==> config.mk <==
export PLATFORM = sky130hd
export DESIGN_NAME = fpu_top
export DESIGN_NICKNAME = d
export VERILOG_FILES = /design/src/fpu_pkg.sv /design/src/fpu_core.sv /design/src/fpu_regfile.sv /design/src/regfile_arbiter.sv /design/src/wb_host_port.sv /design/src/fpu_sequencer.sv /design/src/fpu_top.sv
export VERILOG_INCLUDE_DIRS = /design/src
export SDC_FILE = /design/constraint.sdc
export NUM_CORES = 2
export LEC_CHECK = 0
export BUFFER_PORTS_ARGS = -buffer_cell sky130_fd_sc_hd__buf_2
export CAP_MARGIN = 10
export CORE_MARGIN = 5
export CORE_UTILIZATION = 45
export CTS_BUF_LIST = sky130_fd_sc_hd__clkbuf_4 sky130_fd_sc_hd__clkbuf_8 sky130_fd_sc_hd__clkbuf_16
export CTS_CLUSTER_SIZE = 14
export DETAILED_ROUTE_END_ITERATION = 10
export PLACE_DENSITY_LB_ADDON = 0.08
export SYNTH_ARGS = -nofsm -noshare
export SYNTH_HDL_FRONTEND = slang
export SYNTH_SLANG_ARGS = --single-unit
==> constraint.sdc <==
create_clock -name clk -period 18.7 [get_ports clk]
set_input_delay 1.87 -clock clk [delete_from_list [all_inputs] [get_ports clk]]
set_output_delay 1.87 -clock clk [all_outputs]
set_load 0.01 [all_outputs]
==> src/fpu_cfg.svh <==
`ifndef FPU_CFG_SVH
`define FPU_CFG_SVH

// Float format, single-precision layout
`define FPU_EXP_W   8
`define FPU_MANT_W  23
`define FPU_BIAS    127

// Operand register file
`define FPU_NREGS   16

// Wishbone word addresses
`define FPU_ADDR_CMD     16
`define FPU_ADDR_STATUS  17
`define FPU_WB_ADR_W     5

`endif

==> src/fpu_pkg.sv <==
`default_nettype none
`include "fpu_cfg.svh"

package fpu_pkg;

    localparam int WORD_W = 1 + `FPU_EXP_W + `FPU_MANT_W;
    localparam int REG_AW = $clog2(`FPU_NREGS);

    typedef struct packed {
        logic                   sign;
        logic [`FPU_EXP_W-1:0]  exp;
        logic [`FPU_MANT_W-1:0] mantis;
    } float_fields_t;

    // Host sees raw bits, core sees fields
    typedef union packed {
        logic [WORD_W-1:0] raw;
        float_fields_t     f;
    } float_word_u;

    typedef enum logic [1:0] {
        OP_ADD = 2'd0,
        OP_SUB = 2'd1,
        OP_MUL = 2'd2
    } fpu_op_e;

    // Low bits of the command write
    typedef struct packed {
        fpu_op_e           op;
        logic [REG_AW-1:0] dst;
        logic [REG_AW-1:0] src_a;
        logic [REG_AW-1:0] src_b;
    } fpu_cmd_t;

    typedef struct packed {
        logic              req;
        logic              we;
        logic [REG_AW-1:0] addr;
        logic [WORD_W-1:0] wdata;
    } rf_req_t;

endpackage

`default_nettype wire

==> src/fpu_core.sv <==
`default_nettype none
`include "fpu_cfg.svh"

module fpu_core (
    input  wire fpu_pkg::float_word_u a,
    input  wire fpu_pkg::float_word_u b,
    input  wire fpu_pkg::fpu_op_e     op,
    output fpu_pkg::float_word_u      result
);

    localparam int MW   = `FPU_MANT_W;
    localparam int EW   = `FPU_EXP_W;
    localparam int SW   = MW + 1;
    localparam int LZ_W = $clog2(SW);
    localparam int XW   = EW + 2;

    fpu_pkg::float_fields_t fa;
    fpu_pkg::float_fields_t fb;
    fpu_pkg::float_fields_t hi;
    fpu_pkg::float_fields_t lo;
    fpu_pkg::float_fields_t add_res;
    fpu_pkg::float_fields_t mul_res;

    logic [EW-1:0]   shift;
    logic [SW-1:0]   sig_hi;
    logic [SW-1:0]   sig_lo;
    logic [SW:0]     sum;
    logic [SW:0]     sum_shl;
    logic [LZ_W-1:0] lz;
    logic [2*SW-1:0] prod;
    logic [XW-1:0]   exp_mul;

    always_comb begin
        fa = a.f;
        fb = b.f;
        // Subtract is add with b negated
        if (op == fpu_pkg::OP_SUB) begin
            fb.sign = ~fb.sign;
        end

        // Larger magnitude gives exponent and sign
        if ({fa.exp, fa.mantis} >= {fb.exp, fb.mantis}) begin
            hi = fa;
            lo = fb;
        end else begin
            hi = fb;
            lo = fa;
        end

        shift  = hi.exp - lo.exp;
        sig_hi = {1'b1, hi.mantis};
        sig_lo = {1'b1, lo.mantis} >> shift;

        if (hi.sign == lo.sign) begin
            sum = {1'b0, sig_hi} + {1'b0, sig_lo};
        end else begin
            sum = {1'b0, sig_hi} - {1'b0, sig_lo};
        end

        // Leading one search, highest set bit wins
        lz = '0;
        for (int i = 0; i < SW; i++) begin
            if (sum[i]) begin
                lz = LZ_W'(SW - 1 - i);
            end
        end
        sum_shl = sum << lz;

        if (fa.exp == '0) begin
            add_res = fb;
        end else if (fb.exp == '0) begin
            add_res = fa;
        end else if (sum == '0) begin
            add_res = '0;
        end else if (sum[SW]) begin
            add_res.sign   = hi.sign;
            add_res.exp    = hi.exp + 1'b1;
            add_res.mantis = sum[MW:1];
        end else begin
            add_res.sign   = hi.sign;
            add_res.exp    = hi.exp - EW'(lz);
            add_res.mantis = sum_shl[MW-1:0];
        end

        // 24x24 significand product, top bit decides the normalization
        prod    = {1'b1, fa.mantis} * {1'b1, fb.mantis};
        exp_mul = XW'(fa.exp) + XW'(fb.exp) + XW'(prod[2*SW-1]) - XW'(`FPU_BIAS);

        if (fa.exp == '0 || fb.exp == '0) begin
            mul_res = '0;
        end else begin
            mul_res.sign = fa.sign ^ fb.sign;
            mul_res.exp  = exp_mul[EW-1:0];
            if (prod[2*SW-1]) begin
                mul_res.mantis = prod[2*SW-2 -: MW];
            end else begin
                mul_res.mantis = prod[2*SW-3 -: MW];
            end
        end

        result.f = (op == fpu_pkg::OP_MUL) ? mul_res : add_res;
    end

endmodule

`default_nettype wire

==> src/fpu_regfile.sv <==
`default_nettype none
`include "fpu_cfg.svh"

module fpu_regfile (
    input  wire                          clk,
    input  wire                          reset,
    input  wire fpu_pkg::rf_req_t        req,
    output logic [fpu_pkg::WORD_W-1:0]   rdata
);

    logic [fpu_pkg::WORD_W-1:0] mem [`FPU_NREGS];

    // One access per cycle, read data lands on the next cycle
    always_ff @(posedge clk) begin
        if (reset) begin
            for (int i = 0; i < `FPU_NREGS; i++) begin
                mem[i] <= '0;
            end
            rdata <= '0;
        end else if (req.req) begin
            if (req.we) begin
                mem[req.addr] <= req.wdata;
            end else begin
                rdata <= mem[req.addr];
            end
        end
    end

endmodule

`default_nettype wire

==> src/regfile_arbiter.sv <==
`default_nettype none

module regfile_arbiter (
    input  wire                   clk,
    input  wire                   reset,
    input  wire fpu_pkg::rf_req_t host_req,
    input  wire fpu_pkg::rf_req_t seq_req,
    output logic                  host_gnt,
    output logic                  seq_gnt,
    output fpu_pkg::rf_req_t      rf_req
);

    // High when the sequencer wins the next tie
    logic prio_seq;

    always_comb begin
        host_gnt = 1'b0;
        seq_gnt  = 1'b0;
        if (host_req.req && seq_req.req) begin
            if (prio_seq) begin
                seq_gnt = 1'b1;
            end else begin
                host_gnt = 1'b1;
            end
        end else begin
            host_gnt = host_req.req;
            seq_gnt  = seq_req.req;
        end

        rf_req     = seq_gnt ? seq_req : host_req;
        rf_req.req = host_gnt || seq_gnt;
    end

    always_ff @(posedge clk) begin
        if (reset) begin
            prio_seq <= 1'b0;
        end else if (host_gnt) begin
            prio_seq <= 1'b1;
        end else if (seq_gnt) begin
            prio_seq <= 1'b0;
        end
    end

    ap_one_grant: assert property (
        @(posedge clk) disable iff (reset) !(host_gnt && seq_gnt)
    );

    ap_gnt_has_req: assert property (
        @(posedge clk) disable iff (reset)
        (host_gnt |-> host_req.req) and (seq_gnt |-> seq_req.req)
    );

endmodule

`default_nettype wire

==> src/wb_host_port.sv <==
`default_nettype none
`include "fpu_cfg.svh"

module wb_host_port (
    input  wire                             clk,
    input  wire                             reset,
    input  wire                             cyc,
    input  wire                             stb,
    input  wire                             we,
    input  wire [`FPU_WB_ADR_W-1:0]         adr,
    input  wire [fpu_pkg::WORD_W-1:0]       dat_w,
    output logic [fpu_pkg::WORD_W-1:0]      dat_r,
    output logic                            ack,
    output fpu_pkg::rf_req_t                rf_req,
    input  wire                             rf_gnt,
    input  wire [fpu_pkg::WORD_W-1:0]       rf_rdata,
    output fpu_pkg::fpu_cmd_t               cmd,
    output logic                            cmd_valid,
    input  wire                             cmd_ready,
    input  wire                             busy,
    input  wire [7:0]                       done_count
);

    localparam int AW = `FPU_WB_ADR_W;
    localparam logic [AW-1:0] ADR_NREGS  = AW'(`FPU_NREGS);
    localparam logic [AW-1:0] ADR_CMD    = AW'(`FPU_ADDR_CMD);
    localparam logic [AW-1:0] ADR_STATUS = AW'(`FPU_ADDR_STATUS);

    typedef enum logic [2:0] {
        ST_IDLE,
        ST_REQ,
        ST_RDATA,
        ST_ACK,
        ST_CMD
    } state_e;

    state_e                     state;
    logic [fpu_pkg::WORD_W-1:0] status_word;

    assign status_word = {16'd0, done_count, 7'd0, busy};

    always_ff @(posedge clk) begin
        if (reset) begin
            state <= ST_IDLE;
        end else begin
            case (state)
                ST_IDLE: begin
                    if (cyc && stb) begin
                        if (adr < ADR_NREGS) begin
                            state <= ST_REQ;
                        end else if (we && adr == ADR_CMD) begin
                            state <= ST_CMD;
                        end else begin
                            state <= ST_ACK;
                        end
                    end
                end
                ST_REQ: begin
                    if (rf_gnt) begin
                        state <= we ? ST_ACK : ST_RDATA;
                    end
                end
                ST_RDATA: state <= ST_ACK;
                // Held here while the sequencer is busy
                ST_CMD: begin
                    if (cmd_ready) begin
                        state <= ST_ACK;
                    end
                end
                default: state <= ST_IDLE;
            endcase
        end
    end

    // Status and unmapped reads answer straight from idle
    always_ff @(posedge clk) begin
        if (state == ST_RDATA) begin
            dat_r <= rf_rdata;
        end else if (state == ST_IDLE) begin
            dat_r <= (!we && adr == ADR_STATUS) ? status_word : '0;
        end
    end

    always_comb begin
        rf_req.req   = (state == ST_REQ);
        rf_req.we    = we;
        rf_req.addr  = adr[fpu_pkg::REG_AW-1:0];
        rf_req.wdata = dat_w;
    end

    assign cmd       = fpu_pkg::fpu_cmd_t'(dat_w[$bits(fpu_pkg::fpu_cmd_t)-1:0]);
    assign cmd_valid = (state == ST_CMD);
    assign ack       = (state == ST_ACK) && cyc && stb;

    // Ack closes a cycle that was already open the cycle before
    ap_ack_in_cycle: assert property (
        @(posedge clk) disable iff (reset)
        ack |-> cyc && stb && $past(cyc && stb)
    );

endmodule

`default_nettype wire

==> src/fpu_sequencer.sv <==
`default_nettype none

module fpu_sequencer (
    input  wire                        clk,
    input  wire                        reset,
    input  wire fpu_pkg::fpu_cmd_t     cmd,
    input  wire                        cmd_valid,
    output logic                       cmd_ready,
    output fpu_pkg::rf_req_t           rf_req,
    input  wire                        rf_gnt,
    input  wire [fpu_pkg::WORD_W-1:0]  rf_rdata,
    output fpu_pkg::float_word_u       core_a,
    output fpu_pkg::float_word_u       core_b,
    output fpu_pkg::fpu_op_e           core_op,
    input  wire fpu_pkg::float_word_u  core_result,
    output logic                       busy,
    output logic [7:0]                 done_count
);

    typedef enum logic [2:0] {
        S_IDLE,
        S_RD_A,
        S_DATA_A,
        S_RD_B,
        S_EXEC,
        S_WR
    } state_e;

    state_e               state;
    fpu_pkg::fpu_cmd_t    cmd_q;
    fpu_pkg::float_word_u op_a;
    fpu_pkg::float_word_u res_q;

    always_ff @(posedge clk) begin
        if (reset) begin
            state      <= S_IDLE;
            done_count <= '0;
        end else begin
            case (state)
                S_IDLE: begin
                    if (cmd_valid) begin
                        state <= S_RD_A;
                    end
                end
                S_RD_A: begin
                    if (rf_gnt) begin
                        state <= S_DATA_A;
                    end
                end
                S_DATA_A: state <= S_RD_B;
                S_RD_B: begin
                    if (rf_gnt) begin
                        state <= S_EXEC;
                    end
                end
                S_EXEC: state <= S_WR;
                S_WR: begin
                    if (rf_gnt) begin
                        state      <= S_IDLE;
                        done_count <= done_count + 8'd1;
                    end
                end
                default: state <= S_IDLE;
            endcase
        end
    end

    always_ff @(posedge clk) begin
        if (state == S_IDLE && cmd_valid) begin
            cmd_q <= cmd;
        end
        if (state == S_DATA_A) begin
            op_a <= fpu_pkg::float_word_u'(rf_rdata);
        end
        // B arrives and is used in the same cycle
        if (state == S_EXEC) begin
            res_q <= core_result;
        end
    end

    always_comb begin
        rf_req.req   = (state == S_RD_A) || (state == S_RD_B) || (state == S_WR);
        rf_req.we    = (state == S_WR);
        rf_req.wdata = res_q.raw;
        case (state)
            S_RD_B:  rf_req.addr = cmd_q.src_b;
            S_WR:    rf_req.addr = cmd_q.dst;
            default: rf_req.addr = cmd_q.src_a;
        endcase
    end

    assign cmd_ready = (state == S_IDLE);
    assign busy      = (state != S_IDLE);
    assign core_a    = op_a;
    assign core_b    = fpu_pkg::float_word_u'(rf_rdata);
    assign core_op   = cmd_q.op;

    // No grant and so no regfile write while idle
    ap_no_idle_write: assert property (
        @(posedge clk) disable iff (reset)
        rf_gnt |-> busy && rf_req.req
    );

endmodule

`default_nettype wire

==> src/fpu_top.sv <==
`default_nettype none
`include "fpu_cfg.svh"

module fpu_top (
    input  wire                         clk,
    input  wire                         reset,
    input  wire                         cyc,
    input  wire                         stb,
    input  wire                         we,
    input  wire [`FPU_WB_ADR_W-1:0]     adr,
    input  wire [fpu_pkg::WORD_W-1:0]   dat_w,
    output logic [fpu_pkg::WORD_W-1:0]  dat_r,
    output logic                        ack
);

    fpu_pkg::rf_req_t           host_rf_req;
    fpu_pkg::rf_req_t           seq_rf_req;
    fpu_pkg::rf_req_t           rf_req;
    logic                       host_gnt;
    logic                       seq_gnt;
    logic [fpu_pkg::WORD_W-1:0] rf_rdata;

    fpu_pkg::fpu_cmd_t          cmd;
    logic                       cmd_valid;
    logic                       cmd_ready;
    logic                       busy;
    logic [7:0]                 done_count;

    fpu_pkg::float_word_u       core_a;
    fpu_pkg::float_word_u       core_b;
    fpu_pkg::fpu_op_e           core_op;
    fpu_pkg::float_word_u       core_result;

    wb_host_port host_i (
        .clk        (clk),
        .reset      (reset),
        .cyc        (cyc),
        .stb        (stb),
        .we         (we),
        .adr        (adr),
        .dat_w      (dat_w),
        .dat_r      (dat_r),
        .ack        (ack),
        .rf_req     (host_rf_req),
        .rf_gnt     (host_gnt),
        .rf_rdata   (rf_rdata),
        .cmd        (cmd),
        .cmd_valid  (cmd_valid),
        .cmd_ready  (cmd_ready),
        .busy       (busy),
        .done_count (done_count)
    );

    fpu_sequencer seq_i (
        .clk         (clk),
        .reset       (reset),
        .cmd         (cmd),
        .cmd_valid   (cmd_valid),
        .cmd_ready   (cmd_ready),
        .rf_req      (seq_rf_req),
        .rf_gnt      (seq_gnt),
        .rf_rdata    (rf_rdata),
        .core_a      (core_a),
        .core_b      (core_b),
        .core_op     (core_op),
        .core_result (core_result),
        .busy        (busy),
        .done_count  (done_count)
    );

    regfile_arbiter arb_i (
        .clk      (clk),
        .reset    (reset),
        .host_req (host_rf_req),
        .seq_req  (seq_rf_req),
        .host_gnt (host_gnt),
        .seq_gnt  (seq_gnt),
        .rf_req   (rf_req)
    );

    fpu_regfile rf_i (
        .clk   (clk),
        .reset (reset),
        .req   (rf_req),
        .rdata (rf_rdata)
    );

    fpu_core core_i (
        .a      (core_a),
        .b      (core_b),
        .op     (core_op),
        .result (core_result)
    );

endmodule

`default_nettype wire

==> impl_metrics.py <==
metrics = {
    "setup_path": {
        "worst-path-stages": 48,
        "r2r_end": "seq_i.res_q[30]",
        "cp.required_ns": 19.09,
        "r2r_start": "seq_i.core_a[0]",
        "path_delay_family": "compound AO/OA/AOI/OAI gates",
        "startpoint": "seq_i.core_a[0]",
        "path_buf_inv": 4,
        "critical_path_class": "reg -> reg",
        "slowest_stage": "o21ai_2",
        "crit_path_max_fanout": 78,
        "slowest_delay_ns": 0.79,
        "r2r_cells": 48,
        "critPathLaunchType": "register",
        "cp-endpoint": "seq_i.res_q[30]",
        "ff2ff_setup_slack_ns": 4.54,
        "cp_common_cell": "a21o_1",
        "arrival_ns": 14.55,
        "end_kind": "register",
    },
    "status": {
        "outcome": "completed",
    },
    "power": {
        "power.density_mw_per_mm2": 140,
        "p_leak_uw": 0.0252,
        "ir_drop_mv": 0.118,
    },
    "grt": {
        "grt_max_degree": 137,
        "grt_overflow_total": 0,
        "grt_pass1_wl_um": 299000,
        "antenna_found_initial": 8,
        "busiest_layer": "met2",
        "grt_use_met3_pct": 3.75,
        "grt_pass1_vias": 44500,
        "gr-usage-all-layers_pct": 30.5,
        "grt_util_met2_pct": 51.9,
        "grt.met1_usage_pct": 39.7,
    },
    "floorplan": {
        "initial_core_util_pct": 45.2,
        "dieArea_mm2": 0.131,
        "core-area_mm2": 0.123,
        "rows": 129,
        "die_x_um": 362,
        "io_pins": 75,
        "die_y_um": 362,
    },
    "synth": {
        "ys_ff_latch": 669,
        "synth_area_leaders": "edfxtp_1 (33%), fa_1 (17%), nand2_1 (6.8%)",
        "synthDistinctLibCells": 113,
        "synth_most_common_cell": "nand2_1",
        "synth-async-reset-ratio_pct": 0,
        "synth_top_flop_cell": "edfxtp_1",
        "synth_area_leader_cell": "edfxtp_1",
        "syn_inst": 6028,
        "yosysWarnings": 0,
        "yosysSeqAreaShare_pct": 35.2,
        "syn_area_per_cell_um2": 9.25,
        "syn_area_mm2": 0.0558,
        "synthTopCellsByCount": "nand2_1 (1,014), nor2_1 (735), edfxtp_1 (622)",
        "syn_nets": 6823,
        "yosysTopAreaCellShare_pct": 33.5,
        "synth-edff-count": 622,
    },
    "timing": {
        "drv_slew": 0,
        "min_period_ns": 14.16,
        "hold_viol_final": 0,
        "fin_crit_sh_pct": 75.7,
        "skew_ns": 0.0374,
        "rsz0062_at_grt": "no",
        "setup_viol": 0,
        "tightest_slew_ns": 1.37,
        "tns_ns": 0,
        "slew_headroom_pct": 7.99,
        "fmax_ghz": 0.0706,
    },
    "finish": {
        "nNetsFinal": 6720,
        "stdcell_area_mm2": 0.0605,
        "num-fill-cells": 11900,
        "drive_gt1_share_pct": 8.50,
        "area_delta_synth_final_pct": 8.41,
    },
    "route": {
        "via_per_inst": 5.89,
        "drt_iter0_markers": 4010,
        "drc": 0,
        "vias": 44900,
        "drt-total-wl_um": 202000,
        "routedWlPerCell_um": 26.5,
        "drt-pass1-iter-count": 6,
        "drtAntennaViolNets": 0,
    },
    "clocking": {
        "cts_resized": 0,
        "cts.clk_slew.worst_paths_ns": 0.06,
        "cts.sink_count": 669,
        "root_buffer": "clkbuf_16",
        "clkLatencyLatePin_ns": 0.67,
        "cts_tree": "built",
        "htreeDepth": 3,
        "cts-buffers-inserted": 75,
        "cts_hold_buf": 0,
        "cts_setup_buffers": 0,
        "clockBufferDepth": 3,
    },
    "place": {
        "port_buffers": 74,
        "dpl.hpwl_um": 134000,
        "place.gp.congestion": 0.953,
        "dpl_cell_area_mm2": 0.0580,
    },
    "run": {
        "cap_viol_max_count": 0,
    },
    "hold_path": {
        "hold_class": "reg -> reg",
    },
}
metrics by stage:
step | utilization (%) | cells | hold slack, ns | setup WS [ns] | total power [µW]
3_5_place_dp | 47.0 | 7484 | 0.484 | 4.84 | 6900
3_3_place_gp | 47.0 | 7484 | 0.478 | 5.04 | 6970
6_report | 49.0 | 7627 | 0.496 | 4.54 | 8460
5_1_grt | 49.0 | 7622 | 0.511 | 3.63 | 9000
2_1_floorplan | - | 6028 | 0.432 | 6.90 | 5310
4_1_cts | 49.0 | 7621 | 0.491 | 4.79 | 8400
sequential cells by signal, indices dropped and copies added (netlist names):
| signal | count |
|---|---|
| seq_i.cmd_q | 12 |
| rf_i.rdata | 32 |
| seq_i.core_a | 32 |
| seq_i.res_q | 32 |
| seq_i.done_count | 8 |
| host_i.state | 3 |
| arb_i.prio_seq | 1 |
| rf_i.mem | 512 |
| seq_i.state | 3 |
| seq_i.core_op | 2 |
| host_i.dat_r | 32 |
logic make-up (layout without fill, tap and decap cells):
logic type / after synthesis / in the layout / synth area share [%]
flops: 669 / 669 / 35.2
mux: 113 / 113 / 2.21
simple gates: 2409 / 2409 / 18.8
fa+ha+maj: 753 / 753 / 23.4
xor+xnor: 84 / 84 / 1.32
compound gates: 947 / 947 / 11.8
other cells: 0 / 5 / 0
buf+inv: 1053 / 1010 / 7.24
worst min path at each step:
stage                   startpoint                   to  slack (ns)  cells after the start
6_report       seq_i.done_count[7]  seq_i.done_count[7]        0.50                      2
5_1_grt        seq_i.done_count[7]  seq_i.done_count[7]        0.51                      2
4_1_cts        seq_i.done_count[7]  seq_i.done_count[7]        0.49                      2
3_5_place_dp   seq_i.done_count[7]  seq_i.done_count[7]        0.48                      2
3_3_place_gp   seq_i.done_count[7]  seq_i.done_count[7]        0.48                      2
2_1_floorplan       rf_i.rdata[12]     seq_i.core_a[12]        0.43                      0
power breakdown:
group / internal, µW / switching, µW / total, µW
registers: 1740 / 38.8 / 1780
clock network: 809 / 646 / 1460
logic: 1780 / 3450 / 5220
worst min-delay path, cell delays in order, from the launching register on:
cell,delay (ns)
dfxtp_1,0.31
o21ai_0,0.07
a21oi_1,0.06
placed cells by master, fill, tap and decap left out, types with 162 or more instances in the layout:
master | Yosys | routed
nand2_1 | 1014 | 998
nor2_1 | 735 | 734
edfxtp_1 | 622 | 622
inv_1 | 610 | 610
fa_1 | 484 | 484
ha_1 | 269 | 268
a21oi_1 | 202 | 199
and2_1 | 189 | 189
buf_4 | 9 | 178
o21ai_0 | 170 | 169
nand3_1 | 162 | 162
area by class of cell:
class	count	area [µm²]	area share (%)
clock buffer	95	2070	3.43
clock inverter	42	325	0.538
timing repair buffer	255	1750	2.90
inverter	618	2320	3.84
multi-input combinational	4306	32300	53.4
antenna	5	12.5	0.0207
sequential	669	19600	32.5
tap	1637	2050	3.39
layer usage:
| layer | up-vias | wire length, µm |
|---|---|---|
| met5 | - | 0 |
| li1 | 20100 | - |
| met2 | 1795 | 97800 |
| met4 | 0 | 9450 |
| met3 | 406 | 13000 |
| met1 | 22600 | 82100 |
Power figures use the tool's default switching activity.
